[src/cpu_cfg.svh]
// Reset and stack constants for the 6502-style core.
// Include this where the vector or the stack page is formed.
`ifndef CPU_CFG_SVH
`define CPU_CFG_SVH

// low byte of the reset vector, high byte at the next address
`define CPU_RESET_VECTOR 16'hFFFC

// high address byte of the hardware stack
`define CPU_STACK_PAGE 8'h01

// stack pointer after reset, the reset sequence leaves 0xFD
`define CPU_RESET_SP 8'h00

`endif
[src/cpu_bus_pkg.sv]
// Memory bus types of the 6502-style core.
// Shared by the datapath, the bus interface and the top level.
package cpu_bus_pkg;

    // 16-bit address bus
    typedef logic [15:0] addr_t;

    // 8-bit data byte
    typedef logic [7:0] data_t;

    // read/write strobe, high for a read as on the 6502
    typedef enum logic {
        BUS_WRITE = 1'b0,
        BUS_READ  = 1'b1
    } bus_dir_t;

endpackage

[src/cpu_isa_pkg.sv]
// Instruction set types of the 6502-style core.
// Shared by the sequencer, the decode ROM and the testbench.
package cpu_isa_pkg;

    // supported opcodes, any other value runs as a two-cycle no-op
    typedef enum logic [7:0] {
        BRK     = 8'h00,
        NOP     = 8'hEA,
        LDA_IMM = 8'hA9,
        LDA_ABS = 8'hAD,
        STA_ABS = 8'h8D
    } opcode_t;

    // timing state, one per clock
    typedef enum logic [2:0] {
        T0,
        T1,
        T2,
        T3,
        T4,
        T5,
        T6,
        T7
    } tcu_t;

endpackage

[src/cpu_top.sv]
// Top level of the 6502-style core.
// Memory is external and answers i_data in the same cycle as o_addr.
`timescale 1ns/1ns

module cpu_top
    import cpu_isa_pkg::*, cpu_bus_pkg::*;
(
    input  logic     i_clk,
    input  logic     i_reset,
    input  data_t    i_data,
    output addr_t    o_addr,
    output data_t    o_data,
    output bus_dir_t o_rw,
    output logic     o_sync
);

    opcode_t  ir;
    tcu_t     tcu;
    tcu_t     tcu_next;
    bus_dir_t rw;
    data_t    adl;
    data_t    adh;
    data_t    db;

    // control lines from the decode ROM
    logic ctl_dl_db, ctl_dl_adh;
    logic ctl_pcl_adl, ctl_pch_adh, ctl_adl_pcl, ctl_adh_pch, ctl_i_pc;
    logic ctl_ac_db, ctl_sb_ac, ctl_s_adl, ctl_sb_s;
    logic ctl_add_adl, ctl_add_sb, ctl_db_add, ctl_adl_add;
    logic ctl_0_add, ctl_db_n_add, ctl_sb_add, ctl_sums;
    logic ctl_vec_adl, ctl_vec_hi, ctl_stack_adh;
    logic ctl_adl_abl, ctl_adh_abh;

    instr_sequencer u_sequencer (
        .i_clk      (i_clk),
        .i_reset    (i_reset),
        .i_data     (i_data),
        .i_tcu_next (tcu_next),
        .o_ir       (ir),
        .o_tcu      (tcu),
        .o_sync     (o_sync)
    );

    decode_rom u_decode (
        .i_ir        (ir),
        .i_tcu       (tcu),
        .o_tcu_next  (tcu_next),
        .o_rw        (rw),
        .o_dl_db     (ctl_dl_db),
        .o_dl_adh    (ctl_dl_adh),
        .o_pcl_adl   (ctl_pcl_adl),
        .o_pch_adh   (ctl_pch_adh),
        .o_adl_pcl   (ctl_adl_pcl),
        .o_adh_pch   (ctl_adh_pch),
        .o_i_pc      (ctl_i_pc),
        .o_ac_db     (ctl_ac_db),
        .o_sb_ac     (ctl_sb_ac),
        .o_s_adl     (ctl_s_adl),
        .o_sb_s      (ctl_sb_s),
        .o_add_adl   (ctl_add_adl),
        .o_add_sb    (ctl_add_sb),
        .o_db_add    (ctl_db_add),
        .o_adl_add   (ctl_adl_add),
        .o_0_add     (ctl_0_add),
        .o_db_n_add  (ctl_db_n_add),
        .o_sb_add    (ctl_sb_add),
        .o_sums      (ctl_sums),
        .o_vec_adl   (ctl_vec_adl),
        .o_vec_hi    (ctl_vec_hi),
        .o_stack_adh (ctl_stack_adh),
        .o_adl_abl   (ctl_adl_abl),
        .o_adh_abh   (ctl_adh_abh)
    );

    cpu_datapath u_datapath (
        .i_clk       (i_clk),
        .i_reset     (i_reset),
        .i_data      (i_data),
        .i_dl_db     (ctl_dl_db),
        .i_dl_adh    (ctl_dl_adh),
        .i_pcl_adl   (ctl_pcl_adl),
        .i_pch_adh   (ctl_pch_adh),
        .i_adl_pcl   (ctl_adl_pcl),
        .i_adh_pch   (ctl_adh_pch),
        .i_i_pc      (ctl_i_pc),
        .i_ac_db     (ctl_ac_db),
        .i_sb_ac     (ctl_sb_ac),
        .i_s_adl     (ctl_s_adl),
        .i_sb_s      (ctl_sb_s),
        .i_add_adl   (ctl_add_adl),
        .i_add_sb    (ctl_add_sb),
        .i_db_add    (ctl_db_add),
        .i_adl_add   (ctl_adl_add),
        .i_0_add     (ctl_0_add),
        .i_db_n_add  (ctl_db_n_add),
        .i_sb_add    (ctl_sb_add),
        .i_sums      (ctl_sums),
        .i_vec_adl   (ctl_vec_adl),
        .i_vec_hi    (ctl_vec_hi),
        .i_stack_adh (ctl_stack_adh),
        .o_adl       (adl),
        .o_adh       (adh),
        .o_db        (db)
    );

    bus_interface u_bus (
        .i_clk     (i_clk),
        .i_reset   (i_reset),
        .i_adl     (adl),
        .i_adh     (adh),
        .i_db      (db),
        .i_adl_abl (ctl_adl_abl),
        .i_adh_abh (ctl_adh_abh),
        .i_rw      (rw),
        .o_addr    (o_addr),
        .o_data    (o_data),
        .o_rw      (o_rw)
    );

endmodule

[src/bus_interface.sv]
// Address bus latch, data output and read/write strobe toward memory.
// Each address half follows its internal bus only while loaded.
`timescale 1ns/1ns

module bus_interface
    import cpu_bus_pkg::*;
(
    input  logic     i_clk,
    input  logic     i_reset,
    input  data_t    i_adl,
    input  data_t    i_adh,
    input  data_t    i_db,
    input  logic     i_adl_abl,
    input  logic     i_adh_abh,
    input  bus_dir_t i_rw,
    output addr_t    o_addr,
    output data_t    o_data,
    output bus_dir_t o_rw
);

    data_t abl_q;
    data_t abh_q;
    data_t abl;
    data_t abh;

    // pass while loaded, otherwise last cycle's value
    assign abl = i_adl_abl ? i_adl : abl_q;
    assign abh = i_adh_abh ? i_adh : abh_q;

    always_ff @(posedge i_clk)
    begin
        if (i_reset)
        begin
            abl_q <= 8'h00;
            abh_q <= 8'h00;
        end
        else
        begin
            abl_q <= abl;
            abh_q <= abh;
        end
    end

    assign o_addr = {abh, abl};
    assign o_data = i_db;
    assign o_rw   = i_rw;

endmodule

[src/cpu_datapath.sv]
// Register file and internal buses of the core: PC, S, A, adder and data latch.
// Forms ADL, ADH, SB and DB each cycle from the decode ROM's source selects.
`timescale 1ns/1ns
`include "cpu_cfg.svh"

module cpu_datapath
    import cpu_bus_pkg::*;
(
    input  logic  i_clk,
    input  logic  i_reset,
    input  data_t i_data,
    input  logic  i_dl_db,
    input  logic  i_dl_adh,
    input  logic  i_pcl_adl,
    input  logic  i_pch_adh,
    input  logic  i_adl_pcl,
    input  logic  i_adh_pch,
    input  logic  i_i_pc,
    input  logic  i_ac_db,
    input  logic  i_sb_ac,
    input  logic  i_s_adl,
    input  logic  i_sb_s,
    input  logic  i_add_adl,
    input  logic  i_add_sb,
    input  logic  i_db_add,
    input  logic  i_adl_add,
    input  logic  i_0_add,
    input  logic  i_db_n_add,
    input  logic  i_sb_add,
    input  logic  i_sums,
    input  logic  i_vec_adl,
    input  logic  i_vec_hi,
    input  logic  i_stack_adh,
    output data_t o_adl,
    output data_t o_adh,
    output data_t o_db
);

    data_t pcl_q;
    data_t pch_q;
    data_t s_q;
    data_t ac_q;
    data_t add_q;
    data_t dl_q;
    data_t adl_bus;
    data_t adh_bus;
    data_t db_bus;
    data_t sb_bus;
    data_t add_a;
    data_t add_b;
    data_t add_sum;
    data_t pcl_src;
    data_t pch_src;
    addr_t vec_addr;
    logic [8:0] pcl_inc;

    assign vec_addr = `CPU_RESET_VECTOR + addr_t'(i_vec_hi);

    // undriven buses read all ones
    always_comb
    begin
        db_bus = 8'hFF;
        if (i_dl_db)
            db_bus = i_data;
        else if (i_ac_db)
            db_bus = ac_q;

        adl_bus = 8'hFF;
        if (i_pcl_adl)
            adl_bus = pcl_q;
        else if (i_s_adl)
            adl_bus = s_q;
        else if (i_add_adl)
            adl_bus = add_q;
        else if (i_vec_adl)
            adl_bus = vec_addr[7:0];

        // dl_adh uses the byte held from the previous cycle
        adh_bus = 8'hFF;
        if (i_pch_adh)
            adh_bus = pch_q;
        else if (i_dl_adh)
            adh_bus = dl_q;
        else if (i_stack_adh)
            adh_bus = `CPU_STACK_PAGE;
        else if (i_vec_adl)
            adh_bus = vec_addr[15:8];
    end

    // adder reads SB as DB presents it, never its own result
    always_comb
    begin
        add_a = 8'hFF;
        if (i_0_add)
            add_a = 8'h00;
        else if (i_sb_add)
            add_a = db_bus;

        add_b = 8'hFF;
        if (i_db_add)
            add_b = db_bus;
        else if (i_db_n_add)
            add_b = ~db_bus;
        else if (i_adl_add)
            add_b = adl_bus;
    end

    // carry in with the inverted input makes a true subtract
    assign add_sum = add_a + add_b + data_t'(i_db_n_add);

    // SB is shorted to DB unless the adder drives it
    assign sb_bus = i_add_sb ? add_sum : db_bus;

    // PC incrementer, loads from ADL/ADH before counting
    assign pcl_src = i_adl_pcl ? adl_bus : pcl_q;
    assign pch_src = i_adh_pch ? adh_bus : pch_q;
    assign pcl_inc = {1'b0, pcl_src} + 9'(i_i_pc);

    always_ff @(posedge i_clk)
    begin
        if (i_reset)
        begin
            pcl_q <= 8'h00;
            pch_q <= 8'h00;
            s_q   <= `CPU_RESET_SP;
            ac_q  <= 8'h00;
        end
        else
        begin
            pcl_q <= pcl_inc[7:0];
            pch_q <= pch_src + data_t'(pcl_inc[8]);
            if (i_sb_s)
                s_q <= sb_bus;
            if (i_sb_ac)
                ac_q <= sb_bus;
        end
    end

    // held sum carries address bytes and stack steps across T-states
    always_ff @(posedge i_clk)
    begin
        if (i_sums)
            add_q <= add_sum;
        dl_q <= i_data;
    end

    assign o_adl = adl_bus;
    assign o_adh = adh_bus;
    assign o_db  = db_bus;

endmodule

[src/decode_rom.sv]
// Decode ROM: maps instruction register and timing state to control lines.
// Purely combinational; also picks the next timing state for the sequencer.
`timescale 1ns/1ns

module decode_rom
    import cpu_isa_pkg::*, cpu_bus_pkg::*;
(
    input  opcode_t  i_ir,
    input  tcu_t     i_tcu,
    output tcu_t     o_tcu_next,
    output bus_dir_t o_rw,
    output logic     o_dl_db,
    output logic     o_dl_adh,
    output logic     o_pcl_adl,
    output logic     o_pch_adh,
    output logic     o_adl_pcl,
    output logic     o_adh_pch,
    output logic     o_i_pc,
    output logic     o_ac_db,
    output logic     o_sb_ac,
    output logic     o_s_adl,
    output logic     o_sb_s,
    output logic     o_add_adl,
    output logic     o_add_sb,
    output logic     o_db_add,
    output logic     o_adl_add,
    output logic     o_0_add,
    output logic     o_db_n_add,
    output logic     o_sb_add,
    output logic     o_sums,
    output logic     o_vec_adl,
    output logic     o_vec_hi,
    output logic     o_stack_adh,
    output logic     o_adl_abl,
    output logic     o_adh_abh
);

    always_comb
    begin
        o_tcu_next  = tcu_t'(i_tcu + 3'd1);
        o_rw        = BUS_READ;
        o_dl_db     = 1'b0;
        o_dl_adh    = 1'b0;
        o_pcl_adl   = 1'b0;
        o_pch_adh   = 1'b0;
        o_adl_pcl   = 1'b0;
        o_adh_pch   = 1'b0;
        o_i_pc      = 1'b0;
        o_ac_db     = 1'b0;
        o_sb_ac     = 1'b0;
        o_s_adl     = 1'b0;
        o_sb_s      = 1'b0;
        o_add_adl   = 1'b0;
        o_add_sb    = 1'b0;
        o_db_add    = 1'b0;
        o_adl_add   = 1'b0;
        o_0_add     = 1'b0;
        o_db_n_add  = 1'b0;
        o_sb_add    = 1'b0;
        o_sums      = 1'b0;
        o_vec_adl   = 1'b0;
        o_vec_hi    = 1'b0;
        o_stack_adh = 1'b0;
        // both address halves load unless a cycle keeps its page
        o_adl_abl   = 1'b1;
        o_adh_abh   = 1'b1;

        case (i_tcu)
            T0:
            begin
                o_i_pc = 1'b1;
                if (i_ir == BRK)
                begin
                    // fetch from the vector just read and load it into PC
                    o_add_adl = 1'b1;
                    o_dl_adh  = 1'b1;
                    o_adl_pcl = 1'b1;
                    o_adh_pch = 1'b1;
                end
                else
                begin
                    o_pcl_adl = 1'b1;
                    o_pch_adh = 1'b1;
                end
            end
            T1:
            begin
                o_pcl_adl = 1'b1;
                o_pch_adh = 1'b1;
                case (i_ir)
                    BRK:
                    begin
                        // dummy read at PC without increment
                    end
                    LDA_IMM:
                    begin
                        o_i_pc     = 1'b1;
                        o_dl_db    = 1'b1;
                        o_sb_ac    = 1'b1;
                        o_tcu_next = T0;
                    end
                    LDA_ABS, STA_ABS:
                    begin
                        // low address byte into the adder hold
                        o_i_pc   = 1'b1;
                        o_dl_db  = 1'b1;
                        o_db_add = 1'b1;
                        o_0_add  = 1'b1;
                        o_sums   = 1'b1;
                    end
                    default:
                    begin
                        o_tcu_next = T0;
                    end
                endcase
            end
            T2:
            begin
                if (i_ir == BRK)
                begin
                    // address 0x0100 + S while the adder forms S - 1
                    o_s_adl     = 1'b1;
                    o_stack_adh = 1'b1;
                    o_sb_add    = 1'b1;
                    o_adl_add   = 1'b1;
                    o_sums      = 1'b1;
                end
                else
                begin
                    // high address byte caught by the data latch
                    o_pcl_adl = 1'b1;
                    o_pch_adh = 1'b1;
                    o_i_pc    = 1'b1;
                end
            end
            T3:
            begin
                o_add_adl = 1'b1;
                if (i_ir == BRK)
                begin
                    // stack page stays latched from T2
                    o_adh_abh = 1'b0;
                    o_sb_add  = 1'b1;
                    o_adl_add = 1'b1;
                    o_sums    = 1'b1;
                end
                else
                begin
                    // effective address from adder hold and latch
                    o_dl_adh   = 1'b1;
                    o_tcu_next = T0;
                    if (i_ir == STA_ABS)
                    begin
                        o_ac_db = 1'b1;
                        o_rw    = BUS_WRITE;
                    end
                    else
                    begin
                        o_dl_db = 1'b1;
                        o_sb_ac = 1'b1;
                    end
                end
            end
            T4:
            begin
                // last stack address while S takes S - 3 off the live sum
                o_add_adl = 1'b1;
                o_adh_abh = 1'b0;
                o_sb_add  = 1'b1;
                o_adl_add = 1'b1;
                o_add_sb  = 1'b1;
                o_sb_s    = 1'b1;
            end
            T5:
            begin
                // vector low byte kept in the adder hold
                o_vec_adl = 1'b1;
                o_dl_db   = 1'b1;
                o_db_add  = 1'b1;
                o_0_add   = 1'b1;
                o_sums    = 1'b1;
            end
            T6:
            begin
                // vector high byte caught by the data latch
                // vector page stays latched from T5
                o_vec_adl  = 1'b1;
                o_vec_hi   = 1'b1;
                o_adh_abh  = 1'b0;
                o_tcu_next = T0;
            end
            default:
            begin
                o_tcu_next = T0;
            end
        endcase
    end

endmodule

[src/instr_sequencer.sv]
// Instruction register and timing-state counter.
// Feeds the decode ROM and takes back the next timing state it picks.
`timescale 1ns/1ns

module instr_sequencer
    import cpu_isa_pkg::*, cpu_bus_pkg::*;
(
    input  logic    i_clk,
    input  logic    i_reset,
    input  data_t   i_data,
    input  tcu_t    i_tcu_next,
    output opcode_t o_ir,
    output tcu_t    o_tcu,
    output logic    o_sync
);

    opcode_t ir_q;
    tcu_t    tcu_q;

    always_ff @(posedge i_clk)
    begin
        if (i_reset)
        begin
            // reset runs as BRK, entering past the fetch
            ir_q  <= BRK;
            tcu_q <= T1;
        end
        else
        begin
            // opcode arrives with the fetch cycle
            if (tcu_q == T0)
            begin
                ir_q <= opcode_t'(i_data);
            end
            tcu_q <= i_tcu_next;
        end
    end

    assign o_ir   = ir_q;
    assign o_tcu  = tcu_q;

    // marks the opcode fetch cycle
    assign o_sync = (tcu_q == T0);

endmodule

[config.mk]
export PLATFORM = sky130hd
export DESIGN_NAME = cpu_top
export DESIGN_NICKNAME = d
export VERILOG_FILES = /design/src/cpu_bus_pkg.sv /design/src/cpu_isa_pkg.sv /design/src/cpu_top.sv /design/src/bus_interface.sv /design/src/cpu_datapath.sv /design/src/decode_rom.sv /design/src/instr_sequencer.sv
export VERILOG_INCLUDE_DIRS = /design/src /design/src/src
export SDC_FILE = /design/constraint.sdc
export NUM_CORES = 1
export LEC_CHECK = 0
export ABC_CLOCK_PERIOD_IN_PS = 12400
export BUFFER_PORTS_ARGS = -buffer_cell sky130_fd_sc_hd__buf_2
export CAP_MARGIN = 20
export CORE_MARGIN = 2
export CORE_UTILIZATION = 40
export DETAILED_ROUTE_END_ITERATION = 8
export GPL_TIMING_DRIVEN = 0
export HOLD_SLACK_MARGIN = 0.12
export PLACE_DENSITY = 0.56
export SLEW_MARGIN = 10
export SYNTH_ARGS = -nofsm -noshare
export SYNTH_HDL_FRONTEND = slang
export SYNTH_SLANG_ARGS = --single-unit
[constraint.sdc]
create_clock -name i_clk -period 12.4 [get_ports i_clk]
set_input_delay 3.1 -clock i_clk [delete_from_list [all_inputs] [get_ports i_clk]]
set_output_delay 3.1 -clock i_clk [all_outputs]
set_load 0.05 [all_outputs]
# After elaboration in Yosys (flattened, before gate mapping)
# Index checks and enable logic that the tools add are counted.
# classes
add_sub_neg	5
multipliers	0
n_div	0
n_lt_le_gt_ge	0
eq_ne	9
n_shift	0
muxes	48
bitwise	0
n_reduce_logical	11
# ops
op	n
$mux 8	18
$eq 8x8->1 const B	3
$mux 1	17
$pmux 1 s2	7
$reduce_or 2->1	6
$add 8x1->9	1
$eq 3x3->1 const B	3
$pmux 1 s3	3
$pmux 3 s3	1
$add 8x1->8	1
$add 8x8->8	1
$logic_not 8->1	1
$eq 3x2->1 const B	2
$mux 3	2
$reduce_or 3->1	2
$add 3x2->4 const A	1
$reduce_or 4->1	1
$add 3x1->3 const B	1
$eq 3x1->1 const B	1
$logic_not 3->1	1
# totals
register_bits	67
latchBits	0
ram_bits	0
rom_bits	0
input_bits	10
out_inout_bits	26
memories	0

# Logic depth before layout (Yosys ltp)
# depth
ltp_word	11
depth_mapped	22
depth_no_buf	19

# Hierarchy
# From an unflattened synthesis, not the netlist that was laid out.
# hier_totals
cells_unflattened	545
area_unflattened_um2	4802.1
# by_module_without_submodules
module	n_inst	cells_per_inst	area_each_um2	seq_area_each_um2
cpu_datapath	1	367	3094.2	1041.0
bus_interface	1	60	754.5	320.3
decode_rom	1	75	498.0	0.0
instr_sequencer	1	43	455.4	220.2

# Least setup slack after synthesis
# OpenSTA, ideal clock, no wires.
# synth_path
kind	input-to-output
start	input port i_data[1]
end	output port o_data[1]
t_arrival_ns	3.959
required_ns	9.300
slack_ns	5.341
cell_stages	2
path_buffers	0
path_cell_list	inv_1 -> mux2i_1
# synth_between
elab_chain_len	1
# synth_lines
item	line_no	source
start, declared	cpu_top.sv:10	input data_t i_data,
$mux 8	cpu_datapath.sv:63	if (i_dl_db)
end, declared	cpu_top.sv:12	output data_t o_data,
# No other way between the ends.

# Final worst setup path
# layout_path
start	input port i_data[4]
end	output port o_data[4]
# The elaborated chain is that of the path after synthesis.

==> flow_summary.yaml <==
min_path:
  min_from: "u_datapath.s_q[4]"
  hp-class: "reg2reg"
global_route:
  antenna_found_initial: 0
  track_usage_pct: 22.9
  grt_start_max_net_pins: 13
  grt_pass1_wl_um: 19400
  grt_overflow: 0
  grt_pass1_vias: 3738
die:
  die_area_um2: 10900
  ios: 36
  rows: 36
  die_y_um: 105
  start_util_pct: 41.2
  die_x_um: 105
  core_um2: 9820
placement:
  gp_congestion: 0.891
  dp_cells: 659
  dp_hpwl_um: 9170
  port_buffers: 35
cts:
  post_cts_resized: 0
  cts_sinks: 67
  path_clk_slew_ps: 80
  cts_tree: "yes"
  insertion_delay_ps: 360
  h-tree-depth: 3
  postCtsHoldBufs: 0
  post_cts_buffers: 0
  root_buffer: "clkbuf_8"
  numCtsBuffers: 9
  clockBufferDepth: 2
cells_and_area:
  area_growth_syn_to_layout_pct: 13.3
  fin_nets: 564
  diodes: 0
  final_cells: 675
  drive_gt1_share_pct: 14.2
detailed_routing:
  via_per_inst: 5.73
  wl_met2_um: 5550
  wire_per_inst_um: 18.0
  route.detailed.drc: 0
  met3WireLength_um: 598
  drtPass1Iterations: 5
  antenna_left: 0
  wl_met1_um: 5560
  routed_wl_um: 12200
  top_layer_used: "met4"
  dr_total_vias: 3865
  drtIter0Drc: 177
setup_path:
  setup.worst_path.start: "i_data[4]"
  crit_arrival_ps: 3890
  r2r-start: "u_sequencer.o_tcu[2]"
  cp-end-kind: "output port"
  crit_type: "in2out"
  path_max_fanout: 5
  crit_path_start_kind: "input port"
  crit_required_ps: 9300
timing:
  slew_violations: 0
  setup_viol: 0
  fin_crit_ps: 6990
  fmax_mhz: 143
  relSlewSlack_pct: 42.3
  finalClockSkew_ps: 10.5
  grt_setup_unrepaired: "false"
  finalCritPeriodShare_pct: 56.4
  tightestPinTransition_ps: 861
  hold_violations: 0
  setup_tns_ps: 0
power_and_ir_drop:
  leakagePower_nw: 1.77
  powerDensity_nw_per_um2: 191
  peakVddDrop_mv: 0.114
synthesis:
  seq_area_frac_synth_pct: 35.1
  synth_edf_count: 8
  syn-num-nets: 518
  synth_cell_type_count: 66
  ys_ff_latch: 67
  yosys_most_used_dff: "dfxtp_1"
  async_flop_share_pct: 0
  synthCells: 491
  syn_area_um2: 4050
  yosysWarnings: 0
  synth_area_per_cell_um2: 8.25
outcome:
  status: "complete, no violations"
run:
  max_cap_viol_count: 0
[synth_stat cells (all sizes together), types with 3 or more instances]
| library cell | count | share of area, % |
|---|---|---|
| nand2 | 63 | 5.8 |
| nand3 | 16 | 2.1 |
| mux2 | 5 | 1.4 |
| nor3 | 10 | 1.2 |
| o21ai | 29 | 3.7 |
| or4 | 3 | 0.74 |
| ha | 16 | 4.9 |
| a211oi | 5 | 1.1 |
| clkbuf | 19 | 1.8 |
| nor4 | 5 | 1.9 |
| a31oi | 8 | 1.2 |
| o31a | 4 | 0.87 |
| xor2 | 5 | 1.1 |
| a21bo | 6 | 1.5 |
| a21oi | 37 | 4.9 |
| and3 | 3 | 0.46 |
| nand4 | 5 | 0.77 |
| a311oi | 5 | 1.1 |
| and2 | 4 | 0.62 |
| o31ai | 5 | 1.1 |
| buf | 5 | 0.83 |
| inv | 15 | 1.4 |
| nand4b | 4 | 0.87 |
| a21boi | 3 | 0.56 |
| o21a | 7 | 1.3 |
| o211ai | 9 | 1.7 |
| nand2b | 5 | 0.77 |
| nor2b | 17 | 2.6 |
| o22a | 7 | 1.5 |
| nor2 | 56 | 5.3 |
| mux2i | 11 | 2.7 |
| xnor2 | 10 | 2.2 |
| dfxtp | 59 | 29 |
| edfxtp | 8 | 5.9 |
[metal layers]
layer,GRT usage (%),vias to the layer above
li1,-,1864
met1,30.6,1851
met2,35.4,115
met3,3.93,35
met4,12.2,0
met5,0,-
[final cells by class]
class                      instances  area (µm²)
fill                            1029        5230
sequential                        67        1420
clock inverter                     6        66.3
timing repair buffer              35         175
tap                              133         166
inverter                          15        56.3
clock buffer                      10         128
multi-input combinational        385        2470
buffer                            24         105
[worst paths after layout]
kind	to	slack, ps	depth (start not counted)
worst max-delay path	o_data[4]	5410	4
worst min-delay path	u_datapath.s_q[4]	450	2
worst max register to register	u_datapath.ac_q[6]	7350	21
worst min register to register	u_datapath.s_q[4]	450	2
[cell usage in the layout (no fill, tap or decap), types with 9 or more instances in the layout]
| master | instances |
|---|---|
| buf_2 | 38 |
| clkbuf_1 | 20 |
| nor2_1 | 55 |
| nand3_1 | 15 |
| o211ai_1 | 9 |
| clkbuf_8 | 9 |
| inv_1 | 14 |
| dfxtp_1 | 59 |
| o21ai_1 | 15 |
| nand2_1 | 63 |
| nor2b_1 | 17 |
| o21ai_0 | 13 |
| ha_1 | 16 |
| a21oi_1 | 35 |
| mux2i_1 | 11 |
| nor3_1 | 10 |
| xnor2_1 | 10 |
[power by group]
group	internal, W	switching, W	leakage [nW]	total, W
clock network	0.0000928	0.0000894	0.0885	0.000182
logic	0.000125	0.000298	1.13	0.000422
registers	0.000254	0.0000190	0.552	0.000273
total	0.000471	0.000406	1.77	0.000877
[cells by family (layout without fill, tap and decap cells)]
group,after synthesis,count (layout),synth area share [%]
AOI/OAI and AO/OA,138,138,23.3
and+or+nand+nor,199,199,24.8
buffers and inverters,39,90,3.99
adders and majority gates,17,17,5.44
muxes,16,16,4.11
xor gates and xnor gates,15,15,3.24
DFF,67,67,35.1
[state kept, by name, indices dropped and copies added, names as in the netlist]
register	count
u_datapath.ac_q	8
u_datapath.pcl_q	8
u_sequencer.o_tcu	3
u_datapath.dl_q	8
u_datapath.pch_q	8
u_datapath.s_q	8
u_sequencer.o_ir	8
u_bus.abh_q	8
u_datapath.add_q	8
[stage by stage]
stage          setup WS [ps]  cell area [µm²]  utilization, %  total power (W)  hold slack, ps
4_1_cts                 5420             4590            46.7         0.000881             455
5_1_grt                 5370             4590            46.7         0.000930             475
6_report                5410             4590            46.7         0.000877             452
3_5_place_dp            5410             4400            44.8         0.000697             444
2_1_floorplan           5340             4050               -         0.000595             431
3_3_place_gp            5420             4390            44.7         0.000692             446
[worst max-delay path, cell delays in order]
cell	delay [ps]
buf_2	190
nor2_1	70
a21oi_1	210
buf_2	310
Power figures use the tool's default switching activity.
